===== src/rob_pkg.sv =====
`default_nettype none

package rob_pkg;

    localparam int xlen        = 32; // data and address width
    localparam int rob_size    = 8;
    localparam int rob_tag_len = 3;  // enough bits to index rob_size entries

    typedef enum logic [2:0] {
        alu_add = 3'd0,
        alu_sub = 3'd1,
        alu_and = 3'd2,
        alu_or  = 3'd3,
        alu_xor = 3'd4,
        alu_slt = 3'd5  // signed compare
    } alu_op_t;

    // one broadcast on the common data bus
    typedef struct packed {
        logic                   valid;
        logic [rob_tag_len-1:0] rob_tag;
        logic [xlen-1:0]        value;
    } cdb_data_t;

    typedef struct packed {
        logic                   valid;
        logic                   wr_mem;        // entry is a store
        logic [4:0]             dest_reg;
        logic [xlen-1:0]        dest_addr;     // store address, from the AGU
        logic [xlen-1:0]        value;         // result, or store data
        logic [rob_tag_len-1:0] store_dep;     // producer of the store data
        logic                   value_ready;
        logic                   address_ready; // set at allocation for non-stores
    } rob_entry_t;

endpackage

`default_nettype wire


===== src/fu_result_if.sv =====
`timescale 1ns/10ps
`default_nettype none

// result path from one execution unit to the CDB arbiter
interface fu_result_if;
    import rob_pkg::*;

    logic                   valid;
    logic [rob_tag_len-1:0] rob_tag;
    logic [xlen-1:0]        value;
    logic                   ready;   // arbiter takes the result this cycle

    modport producer (output valid, output rob_tag, output value, input ready);

    modport consumer (input valid, input rob_tag, input value, output ready);

endinterface

`default_nettype wire


===== src/alu_unit.sv =====
`timescale 1ns/10ps
`default_nettype none

module alu_unit (
    input  logic                            clock,
    input  logic                            reset,
    input  logic                            issue_valid,
    input  logic [rob_pkg::rob_tag_len-1:0] issue_tag,
    input  rob_pkg::alu_op_t                issue_op,
    input  logic [rob_pkg::xlen-1:0]        operand_a,
    input  logic [rob_pkg::xlen-1:0]        operand_b,
    output logic                            issue_ready,
    fu_result_if.producer                   result
);
    import rob_pkg::*;

    logic                   s1_valid;
    logic [rob_tag_len-1:0] s1_tag;
    alu_op_t                s1_op;
    logic [xlen-1:0]        s1_a;
    logic [xlen-1:0]        s1_b;
    logic [xlen-1:0]        s1_result;
    logic                   stall;

    // stage 2 holds a result the arbiter has not taken, so everything waits
    assign stall       = result.valid && !result.ready;
    assign issue_ready = !stall;

    always_comb begin
        case (s1_op)
            alu_add: s1_result = s1_a + s1_b;
            alu_sub: s1_result = s1_a - s1_b;
            alu_and: s1_result = s1_a & s1_b;
            alu_or:  s1_result = s1_a | s1_b;
            alu_xor: s1_result = s1_a ^ s1_b;
            alu_slt: s1_result = xlen'($signed(s1_a) < $signed(s1_b));
            default: s1_result = '0;
        endcase
    end

    always_ff @(posedge clock) begin
        if (reset) begin
            s1_valid     <= 1'b0;
            result.valid <= 1'b0;
        end else if (!stall) begin
            s1_valid     <= issue_valid;
            result.valid <= s1_valid;
        end
    end

    always_ff @(posedge clock) begin
        if (!stall) begin
            s1_tag         <= issue_tag;
            s1_op          <= issue_op;
            s1_a           <= operand_a;
            s1_b           <= operand_b;
            result.rob_tag <= s1_tag;    // stage 2
            result.value   <= s1_result;
        end
    end

endmodule

`default_nettype wire


===== src/agu_unit.sv =====
`timescale 1ns/10ps
`default_nettype none

module agu_unit (
    input  logic                            clock,
    input  logic                            reset,
    input  logic                            issue_valid,
    input  logic [rob_pkg::rob_tag_len-1:0] issue_tag,
    input  logic [rob_pkg::xlen-1:0]        base,
    input  logic [rob_pkg::xlen-1:0]        offset,
    output logic                            issue_ready,
    fu_result_if.producer                   result
);

    logic stall;

    assign stall       = result.valid && !result.ready; // address not yet on the CDB
    assign issue_ready = !stall;

    always_ff @(posedge clock) begin
        if (reset) begin
            result.valid <= 1'b0;
        end else if (!stall) begin
            result.valid <= issue_valid;
        end
    end

    // address register holds while stalled
    always_ff @(posedge clock) begin
        if (issue_valid && !stall) begin
            result.rob_tag <= issue_tag;
            result.value   <= base + offset;
        end
    end

endmodule

`default_nettype wire


===== src/cdb_arbiter.sv =====
`timescale 1ns/10ps
`default_nettype none

// fixed priority, the ALU wins over the AGU
module cdb_arbiter (
    input  logic                clock,
    input  logic                reset,
    fu_result_if.consumer       alu_result,
    fu_result_if.consumer       agu_result,
    output rob_pkg::cdb_data_t  cdb
);

    logic alu_grant;
    logic agu_grant;

    assign alu_grant = alu_result.valid;
    assign agu_grant = agu_result.valid && !alu_result.valid;

    // a source that loses keeps its result and sees ready low
    assign alu_result.ready = alu_grant;
    assign agu_result.ready = agu_grant;

    always_ff @(posedge clock) begin
        if (reset) begin
            cdb.valid <= 1'b0;
        end else begin
            cdb.valid <= alu_grant || agu_grant; // no grant means an idle bus
            if (alu_grant) begin
                cdb.rob_tag <= alu_result.rob_tag;
                cdb.value   <= alu_result.value;
            end else if (agu_grant) begin
                cdb.rob_tag <= agu_result.rob_tag;
                cdb.value   <= agu_result.value;
            end
        end
    end

endmodule

`default_nettype wire


===== src/rob.sv =====
`timescale 1ns/10ps
`default_nettype none

module rob (
    input  logic                            clock,
    input  logic                            reset,
    input  logic                            alloc_enable,
    input  logic                            alloc_wr_mem,         // new entry is a store
    input  logic [rob_pkg::xlen-1:0]        alloc_value_in,       // store data if known now
    input  logic                            alloc_value_in_valid,
    input  logic [rob_pkg::rob_tag_len-1:0] alloc_store_dep,      // otherwise its producer
    input  logic [4:0]                      dest_reg,
    input  rob_pkg::cdb_data_t              cdb,
    input  logic [rob_pkg::rob_tag_len-1:0] read_rob_tag,
    input  logic [rob_pkg::xlen-1:0]        load_address,
    input  logic [rob_pkg::rob_tag_len-1:0] load_rob_tag,
    output logic                            full,
    output logic [rob_pkg::rob_tag_len-1:0] alloc_slot,
    output logic [rob_pkg::xlen-1:0]        read_value,
    output logic                            pending_stores,
    output rob_pkg::rob_entry_t             head_entry,
    output logic                            head_ready
);
    import rob_pkg::*;

    rob_entry_t             entries [rob_size];
    logic [rob_tag_len-1:0] head;
    logic [rob_tag_len-1:0] tail;
    logic [rob_tag_len-1:0] head_next;
    logic [rob_tag_len-1:0] tail_next;
    logic                   allocate_tail;
    logic [xlen-1:0]        alloc_value;
    logic                   alloc_value_ready;
    logic                   cdb_is_store;
    logic [rob_tag_len-1:0] pend_walk;
    logic                   pend_active;

    function automatic logic [rob_tag_len-1:0] tag_inc(input logic [rob_tag_len-1:0] t);
        return (t == rob_tag_len'(rob_size - 1)) ? '0 : t + 1'b1;
    endfunction

    function automatic logic [rob_tag_len-1:0] tag_dec(input logic [rob_tag_len-1:0] t);
        return (t == '0) ? rob_tag_len'(rob_size - 1) : t - 1'b1;
    endfunction

    // a broadcast for a store carries its address, anything else a value
    assign cdb_is_store = entries[cdb.rob_tag].wr_mem;

    always_ff @(posedge clock) begin
        if (reset) begin
            head <= '0;
            tail <= '0;
            for (int i = 0; i < rob_size; i++) begin
                entries[i].valid         <= 1'b0;
                entries[i].wr_mem        <= 1'b0;
                entries[i].value_ready   <= 1'b0;
                entries[i].address_ready <= 1'b0;
            end
        end else begin
            if (cdb.valid) begin
                if (cdb_is_store) begin
                    entries[cdb.rob_tag].dest_addr     <= cdb.value;
                    entries[cdb.rob_tag].address_ready <= 1'b1;
                end else begin
                    for (int i = 0; i < rob_size; i++) begin
                        // the tagged entry plus any store still waiting on it
                        if (i == int'(cdb.rob_tag) ||
                            (entries[i].wr_mem && !entries[i].value_ready &&
                             entries[i].store_dep == cdb.rob_tag)) begin
                            entries[i].value       <= cdb.value;
                            entries[i].value_ready <= 1'b1;
                        end
                    end
                end
            end

            if (head_ready) begin  // commit
                entries[head].valid         <= 1'b0;
                entries[head].wr_mem        <= 1'b0;
                entries[head].value_ready   <= 1'b0;
                entries[head].address_ready <= 1'b0;
            end

            // after the commit clear, so the freed head slot can be reused at once
            if (allocate_tail) begin
                entries[tail] <= '{valid:         1'b1,
                                   wr_mem:        alloc_wr_mem,
                                   dest_reg:      dest_reg,
                                   dest_addr:     '0,
                                   value:         alloc_value,
                                   store_dep:     alloc_store_dep,
                                   value_ready:   alloc_value_ready,
                                   address_ready: !alloc_wr_mem};
            end

            head <= head_next;
            tail <= tail_next;
        end
    end

    // store data can arrive on the CDB in the allocating cycle
    always_comb begin
        alloc_value       = alloc_value_in;
        alloc_value_ready = alloc_wr_mem && alloc_value_in_valid;
        if (alloc_wr_mem && !alloc_value_in_valid && cdb.valid && !cdb_is_store &&
            alloc_store_dep == cdb.rob_tag) begin
            alloc_value       = cdb.value;
            alloc_value_ready = 1'b1;
        end
    end

    // walk back from the load towards the head
    always_comb begin
        pending_stores = 1'b0;
        pend_walk      = load_rob_tag;
        pend_active    = entries[load_rob_tag].valid && load_rob_tag != head;
        for (int i = 0; i < rob_size - 1; i++) begin
            if (pend_active) begin
                pend_walk = tag_dec(pend_walk);
                if (entries[pend_walk].valid && entries[pend_walk].wr_mem &&
                    entries[pend_walk].address_ready &&
                    entries[pend_walk].dest_addr == load_address) begin
                    pending_stores = 1'b1;
                end
                if (pend_walk == head) begin
                    pend_active = 1'b0; // head was the oldest, stop here
                end
            end
        end
    end

    assign head_ready    = entries[head].valid && entries[head].value_ready &&
                           entries[head].address_ready;
    assign full          = entries[head].valid && tail == head && !head_ready;
    assign allocate_tail = alloc_enable && !full;
    assign head_next     = head_ready ? tag_inc(head) : head;
    assign tail_next     = allocate_tail ? tag_inc(tail) : tail;
    assign alloc_slot    = tail;
    assign read_value    = entries[read_rob_tag].value;
    assign head_entry    = entries[head];

endmodule

`default_nettype wire


===== src/rob_core_top.sv =====
`timescale 1ns/10ps
`default_nettype none

module rob_core_top (
    input  logic                            clock,
    input  logic                            reset,
    // allocation, in program order
    input  logic                            alloc_enable,
    input  logic                            alloc_is_store,
    input  logic [4:0]                      alloc_dest_reg,
    input  logic [rob_pkg::xlen-1:0]        alloc_store_value,
    input  logic                            alloc_store_value_valid,
    input  logic [rob_pkg::rob_tag_len-1:0] alloc_store_dep,
    output logic [rob_pkg::rob_tag_len-1:0] alloc_tag,
    output logic                            full,
    // ALU issue
    input  logic                            alu_issue_valid,
    input  logic [rob_pkg::rob_tag_len-1:0] alu_issue_tag,
    input  rob_pkg::alu_op_t                alu_issue_op,
    input  logic [rob_pkg::xlen-1:0]        alu_operand_a,
    input  logic [rob_pkg::xlen-1:0]        alu_operand_b,
    output logic                            alu_ready,
    // AGU issue
    input  logic                            agu_issue_valid,
    input  logic [rob_pkg::rob_tag_len-1:0] agu_issue_tag,
    input  logic [rob_pkg::xlen-1:0]        agu_base,
    input  logic [rob_pkg::xlen-1:0]        agu_offset,
    output logic                            agu_ready,
    input  logic [rob_pkg::rob_tag_len-1:0] read_tag,
    output logic [rob_pkg::xlen-1:0]        read_value,
    input  logic [rob_pkg::rob_tag_len-1:0] load_tag,
    input  logic [rob_pkg::xlen-1:0]        load_address,
    output logic                            pending_stores,
    // commit, taken from the head entry
    output logic                            commit_valid,
    output logic                            commit_is_store,
    output logic [4:0]                      commit_dest_reg,
    output logic [rob_pkg::xlen-1:0]        commit_value,
    output logic [rob_pkg::xlen-1:0]        commit_address
);
    import rob_pkg::*;

    cdb_data_t  cdb;
    rob_entry_t head_entry;

    fu_result_if alu_result_bus ();
    fu_result_if agu_result_bus ();

    alu_unit i_alu_unit (
        .clock       (clock),
        .reset       (reset),
        .issue_valid (alu_issue_valid),
        .issue_tag   (alu_issue_tag),
        .issue_op    (alu_issue_op),
        .operand_a   (alu_operand_a),
        .operand_b   (alu_operand_b),
        .issue_ready (alu_ready),
        .result      (alu_result_bus.producer)
    );

    agu_unit i_agu_unit (
        .clock       (clock),
        .reset       (reset),
        .issue_valid (agu_issue_valid),
        .issue_tag   (agu_issue_tag),
        .base        (agu_base),
        .offset      (agu_offset),
        .issue_ready (agu_ready),
        .result      (agu_result_bus.producer)
    );

    cdb_arbiter i_cdb_arbiter (
        .clock      (clock),
        .reset      (reset),
        .alu_result (alu_result_bus.consumer),
        .agu_result (agu_result_bus.consumer),
        .cdb        (cdb)
    );

    rob i_rob (
        .clock                (clock),
        .reset                (reset),
        .alloc_enable         (alloc_enable),
        .alloc_wr_mem         (alloc_is_store),
        .alloc_value_in       (alloc_store_value),
        .alloc_value_in_valid (alloc_store_value_valid),
        .alloc_store_dep      (alloc_store_dep),
        .dest_reg             (alloc_dest_reg),
        .cdb                  (cdb),
        .read_rob_tag         (read_tag),
        .load_address         (load_address),
        .load_rob_tag         (load_tag),
        .full                 (full),
        .alloc_slot           (alloc_tag),
        .read_value           (read_value),
        .pending_stores       (pending_stores),
        .head_entry           (head_entry),
        .head_ready           (commit_valid)
    );

    assign commit_is_store = head_entry.wr_mem;
    assign commit_dest_reg = head_entry.dest_reg;
    assign commit_value    = head_entry.value;
    assign commit_address  = head_entry.dest_addr;

endmodule

`default_nettype wire


===== config.mk =====
export PLATFORM = sky130hd
export DESIGN_NAME = rob_core_top
export DESIGN_NICKNAME = d
export VERILOG_FILES = /design/src/rob_pkg.sv /design/src/fu_result_if.sv /design/src/alu_unit.sv /design/src/agu_unit.sv /design/src/cdb_arbiter.sv /design/src/rob.sv /design/src/rob_core_top.sv
export SDC_FILE = /design/constraint.sdc
export NUM_CORES = 2
export LEC_CHECK = 0
export BUFFER_PORTS_ARGS = -buffer_cell sky130_fd_sc_hd__buf_4
export CAP_MARGIN = 10
export CORE_ASPECT_RATIO = 0.7
export CORE_UTILIZATION = 30
export DETAILED_ROUTE_END_ITERATION = 8
export MAX_ROUTING_LAYER = met4
export PLACE_DENSITY_LB_ADDON = 0.15
export SYNTH_ARGS = -nofsm -noshare
export SYNTH_HDL_FRONTEND = slang
export SYNTH_SLANG_ARGS = --single-unit

===== constraint.sdc =====
create_clock -name clock -period 18 [get_ports clock]
set_input_delay 0 -clock clock [delete_from_list [all_inputs] [get_ports clock]]
set_output_delay 0 -clock clock [all_outputs]
set_load 0.005 [all_outputs]

* After elaboration in Yosys (flattened, before gate mapping) *
Memory sizes are Yosys's and may differ from the RTL's. A register that Yosys moved wholly into a read port is not among the register bits.
Index checks and enable logic that the tools add are counted.

storage, ports and cells
  logic and storage cells = 280
  bits of input ports = 222
  register bits after elaboration = 185
  memories = 1
  bits in writable memories = 608
  output and inout port bits = 110

operators by class
  $lt $le $gt $ge = 1
  equal/unequal tests = 38
  reductions and logical operators = 88
  multiplexer cells = 112
  bitwise operators = 12
  add/sub/neg operators = 12

memory list
  memory         depth  width  read ports  clocked after Yosys merged registers in  write ports  RTL line   RTL
  i_rob.entries  8      76     19          2                                        10           rob.sv:26  rob_entry_t entries [rob_size];

operators by type and width
  operator               count
  $eq A32 B32 Y1         7
  $pmux W32 S6           1
  $mux W1                87
  $mux W76               1
  $reduce_or A76 Y1      1
  $mux W35               2
  $add A32 B32 Y32       2
  $mux W3                19
  $logic_and A1 B1 Y1    51
  $eq A3 B3 Y1           16
  $and A32 B32 Y32       1
  $lt A32 B32 Y1         1
  $mux W32               1
  $or A32 B32 Y32        1
  $sub A32 B32 Y32       1
  $xor A32 B32 Y32       1
  $logic_not A3 Y1       9
  $sub A3 B1 Y3 const B  7
  $logic_not A1 Y1       16
  $eq A3 B3 Y1 const A   4
  $eq A3 B3 Y1 const B   4
  $logic_or A1 B1 Y1     9
  $or A1 B1 Y1           8
  $add A3 B1 Y3 const B  2
  9 further kinds        11

* Logic depth before layout (Yosys ltp) *
An unclocked memory read counts as a cell.

  depth after elaboration = 26
  gate-level depth with buffers = 55
  gate-level depth less buffers = 38

* Cells and area by module *
Synthesis repeated with hierarchy kept, for this count alone.

second synthesis, totals
  cell total of the unflattened synthesis = 5,845
  area, all modules = 62,048.3 sq um

modules (own cells, without submodules)
  module       sequential area each (sq um)  instances  area each (sq um)  cells an instance
  rob          15,675.0                      1          49,287.3           4,575
  alu_unit     3,193.1                       1          8,340.5            914
  agu_unit     1,071.0                       1          2,819.0            277
  cdb_arbiter  1,071.0                       1          1,601.5            79

* Worst setup path before layout *
No wires, ideal clock.

  kind = reg2out
  start point = reg i_rob.head[0]
  end point = out pending_stores
  cell stages (with the launch flop) = 51
  required time = 18.000 ns
  data arrival time = 11.826 ns
  setup slack = 6.174 ns
  path buffers = 19
  cells stage by stage = dfxtp_1 > buf_4 > xor2_1 > nor3_1 > o31a_1 > a21o_1 > buf_1 > buf_1 > ha_1 > clkbuf_1 > clkbuf_1 > clkbuf_1 > nor2_1 > nor2_1 > ha_1 > ha_1 > clkbuf_1 > xor2_1 > [15 not listed] > ha_1 > buf_1 > clkinv_1 > clkbuf_1 > clkbuf_1 > a21oi_1 > ha_1 > ha_1 > buf_1 > nand2b_1 > clkbuf_1 > a211oi_1 > nor4_1 > xor2_1 > a2111oi_2 > nand4_1 > nor4_2 > a211o_1

on the way
  longest elaborated chain between the ends = 26
  elaborated cells on any way between the ends = 82
  classes of those cells = add/sub (6); eq/ne (13); mux (37); reduce/logical (25); memory (1)

RTL lines
  element                                                 RTL line            RTL
  start, declared                                         rob.sv:27           logic [rob_tag_len-1:0] head;
  start signal, assigned                                  rob.sv:96           head <= head_next;
  branches (longest 25 deep; another with $sub A3 B1 Y3)  --
  $mux W1 (*)                                             rob.sv:118          if (pend_active) begin
  end, declared                                           rob_core_top.sv:33  output logic pending_stores,

Every way passes the cells marked *.

* Worst setup path after layout *
Same ends and word-level chain as after synthesis.

==> qor.yml <==
status: "finished clean"
finalNetCount: 6899
drt-initial-drc-count: 8235
tightestPinTransition_ps: 1370
totalNegativeSetupSlack_ps: 0
finalCoreUtilization: 0.357
synthesis.area_mm2: 0.0605
clk_pin_slew_worst_paths_ps: 70
via_per_inst: 6.03
root_buffer: "sky130_fd_sc_hd__clkbuf_16"
fin_crit_sh: 0.815
whs_ps: 55.6
io_pins: 332
cts-buffers-inserted: 90
netlist-cell-type-count: 92
timing.max_cap.violations: 0
weighted_congestion_at_the_end_of_routability_driven_global_placement: 1.09
holdCritPathClass: "in2reg"
seq_area_frac_synth: 0.331
min_from: "agu_offset[23]"
synth.cells.most_frequent: "sky130_fd_sc_hd__nand2_1 (1044), sky130_fd_sc_hd__a21oi_1 (515), sky130_fd_sc_hd__mux4_2 (479), sky130_fd_sc_hd__clkbuf_1 (420), sky130_fd_sc_hd__edfxtp_1 (402)"
detail_route.drc_violations: 0
number_of_antenna_violations_at_the_first_check_in_global_routing: 30
clock.fmax_mhz: 68.2
critPathMostFrequentCell: "sky130_fd_sc_hd__buf_4"
pwr_density_cell_mw_per_mm2: 102
synth_nets: 6641
stdcell_area_mm2: 0.0714
timing.final.hold_violations: 0
design_power_total_mw: 7.28
avgRoutedWirePerCell_um: 34.0
drtAntennaViolNets: 0
critical_path.startpoint_type: "flop"
floorplan.die.width_um: 539
dp.cells: 8791
critPathMaxFanout: 98
buffer_levels_on_the_longest_clock_path: 3
synth_ff_type: "sky130_fd_sc_hd__edfxtp_1"
layout-drive-gt1-share: 0.211
ys_async_sr_fraction: 0
vias_in_the_first_global_route: 51300
tritoncts: "done"
placement.cell_area_mm2: 0.0653
flip_flop_and_latch_count_after_synthesis: 799
netlist.area_leader.share: 0.199
htree_num_levels: 3
report.final.setup_viol: 0
synth-edff-count: 402
yosys-top-cells-area: "sky130_fd_sc_hd__edfxtp_1 (20%), sky130_fd_sc_hd__mux4_2 (18%), sky130_fd_sc_hd__dfxtp_1 (13%)"
r2r_slack_ps: 11240
ys.warnings.count: 0
vias: 55900
number_of_detailed_route_iterations_in_the_first_pass: 6
die_h_um: 378
num_rows: 137
cp_slowest_cell: "sky130_fd_sc_hd__dfxtp_1"
floorplan_die_area_mm2: 0.204
worstPathRequired_ps: 18000
reg2reg_depth: 13
skew_ps: 38.4
synthCells: 6271
dp.final_hpwl_mm: 221
numClockSinks: 799
worstSkewPairLatency_ps: 720
max-vdd-ir-drop_uv: 85.9
grt.overflow.total: 0
worst_slew_margin_rel: 0.0752
grtUsageTotal: 0.310
nFillCells: 20000
grt_first_pass_wirelength_mm: 432
count_of_pins_over_their_slew_limit: 0
min_to: "i_agu_unit.result.value[23]$_DFFE_PP_"
area_of_the_placeable_core_mm2: 0.200
synth_top_area_cell: "sky130_fd_sc_hd__edfxtp_1"
period_minus_slack_ps: 14670
p_leak_nw: 25.6
grt_setup_unrepaired: "false"
finalWorstSetupSlack_ps: 3330
critical_path.reg2reg.endpoint: "i_rob.entries[1][27]$_DFFE_PP_"
finalNonFillerCells: 9265
cts_repair_resize_count: 0
timing.hold.worst_path_depth: 4
critical_path.endpoint_type: "output port"
worst_path_largest_cell_delay_ps: 890
finalWirelength_mm: 315
syn_to_final_growth_pct: 17.9
critPathArrivalTime_ps: 14670
most_frequent_cell_after_synthesis: "sky130_fd_sc_hd__nand2_1"
initial_utilization: 0.303
grt_start_max_net_pins: 99
preCtsSetupSlack_ps: 4610
timing.setup.critical_path_class: "reg2out"
numPortBuffers: 330
synthesis.area_per_instance_um2: 9.65
[cell usage in the layout, fill, tap and decap left out, drive strengths merged, types with 65 or more instances in the layout]
cell / Yosys / final
xor2: 66 / 66
nand3: 103 / 103
nor4: 78 / 78
nand2: 1044 / 1044
nor2: 271 / 271
and3: 145 / 145
inv: 139 / 150
mux2: 203 / 203
clkbuf: 423 / 120
dlygate4sd3: 0 / 285
buf: 156 / 460
nor3: 65 / 65
edfxtp: 402 / 402
mux4: 479 / 479
and2: 88 / 88
ha: 145 / 145
o21ai: 331 / 331
xnor2: 268 / 268
mux2i: 273 / 273
a211oi: 159 / 159
dfxtp: 397 / 397
a21oi: 515 / 515
[worst max-delay path: cells and delay by family, from the launching register on]
kind / cells / cell delay, ps
flip-flops: 1 / 890
multiplexers: 1 / 490
XOR/XNOR: 4 / 910
AND/OR/NAND/NOR: 9 / 4280
adder cells (fa/ha/maj): 5 / 2700
AO/OA/AOI/OAI: 8 / 2060
buffers and inverters: 6 / 2490
[power breakdown]
part | total (mW) | switching [mW] | internal, mW | leakage [nW]
registers | 2.29 | 0.262 | 2.03 | 6.95
logic | 2.97 | 1.91 | 1.06 | 17.1
clock network | 2.02 | 0.859 | 1.16 | 1.56
total | 7.28 | 3.03 | 4.25 | 25.6
[layer usage]
metal / vias up / GRT usage / wire, um
met5: - / - / 0
met4: 0 / 0.0641 / 6650
met1: 28500 / 0.468 / 150000
met3: 329 / 0.0818 / 35800
li1: 23800 / - / -
met2: 3239 / 0.404 / 123000
[cells by family (layout without fill, tap and decap cells)]
| family | after synthesis | count (layout) | synth area share |
|---|---|---|---|
| buf+inv | 734 | 1069 | 0.0481 |
| fa+ha+maj | 148 | 148 | 0.0310 |
| compound gates | 1342 | 1342 | 0.134 |
| xor+xnor | 334 | 334 | 0.0484 |
| mux | 955 | 955 | 0.261 |
| simple gates | 1958 | 1958 | 0.147 |
| flops | 799 | 799 | 0.331 |
| other cells | 1 | 19 | 0.0000619 |
[state kept, by name, summed over array words and instances (netlist names), named ones only]
register                   count
i_rob.head                     3
i_alu_unit.s1_tag              3
i_alu_unit.s1_valid            1
i_alu_unit.s1_b               32
i_rob.entries                608
i_agu_unit.result.valid        1
i_rob.alloc_slot               3
i_agu_unit.result.rob_tag      3
i_alu_unit.result.rob_tag      3
i_alu_unit.result.value       32
i_agu_unit.result.value       32
i_alu_unit.s1_op               3
i_cdb_arbiter.cdb             36
i_alu_unit.s1_a               32
i_alu_unit.result.valid        1
[worst max path at each step]
stage / from / end / slack (ps) / depth (start not counted)
after floorplan: i_rob.head[0]$_SDFFE_PP0P_ / pending_stores / 6170 / 50
after global placement: i_rob.head[0]$_SDFFE_PP0P_ / pending_stores / 4840 / 33
after detailed placement: i_rob.head[0]$_SDFFE_PP0P_ / pending_stores / 4610 / 33
after CTS: i_rob.head[0]$_SDFFE_PP0P_ / pending_stores / 3800 / 33
after global routing: i_rob.head[0]$_SDFFE_PP0P_ / pending_stores / 3040 / 34
final: i_rob.head[0]$_SDFFE_PP0P_ / pending_stores / 3330 / 33
[cell type report]
type	instances	area (um^2)	area share
diodes	18	45.0	0.000631
clock buffers	120	2560	0.0359
clock inverters	49	619	0.00868
inverters	155	594	0.00833
multi-input cells	4738	37900	0.531
flip-flops and latches	799	20000	0.281
well taps	2641	3300	0.0463
repair buffers	745	6330	0.0888
[what timing repair did]
item,CTS,global route
buffers inserted,0,0
hold endpoints to repair,472,0
endpoints found under the setup margin,0,0
hold buffers,285,0
No activity file was read; power rests on OpenSTA's default activity.
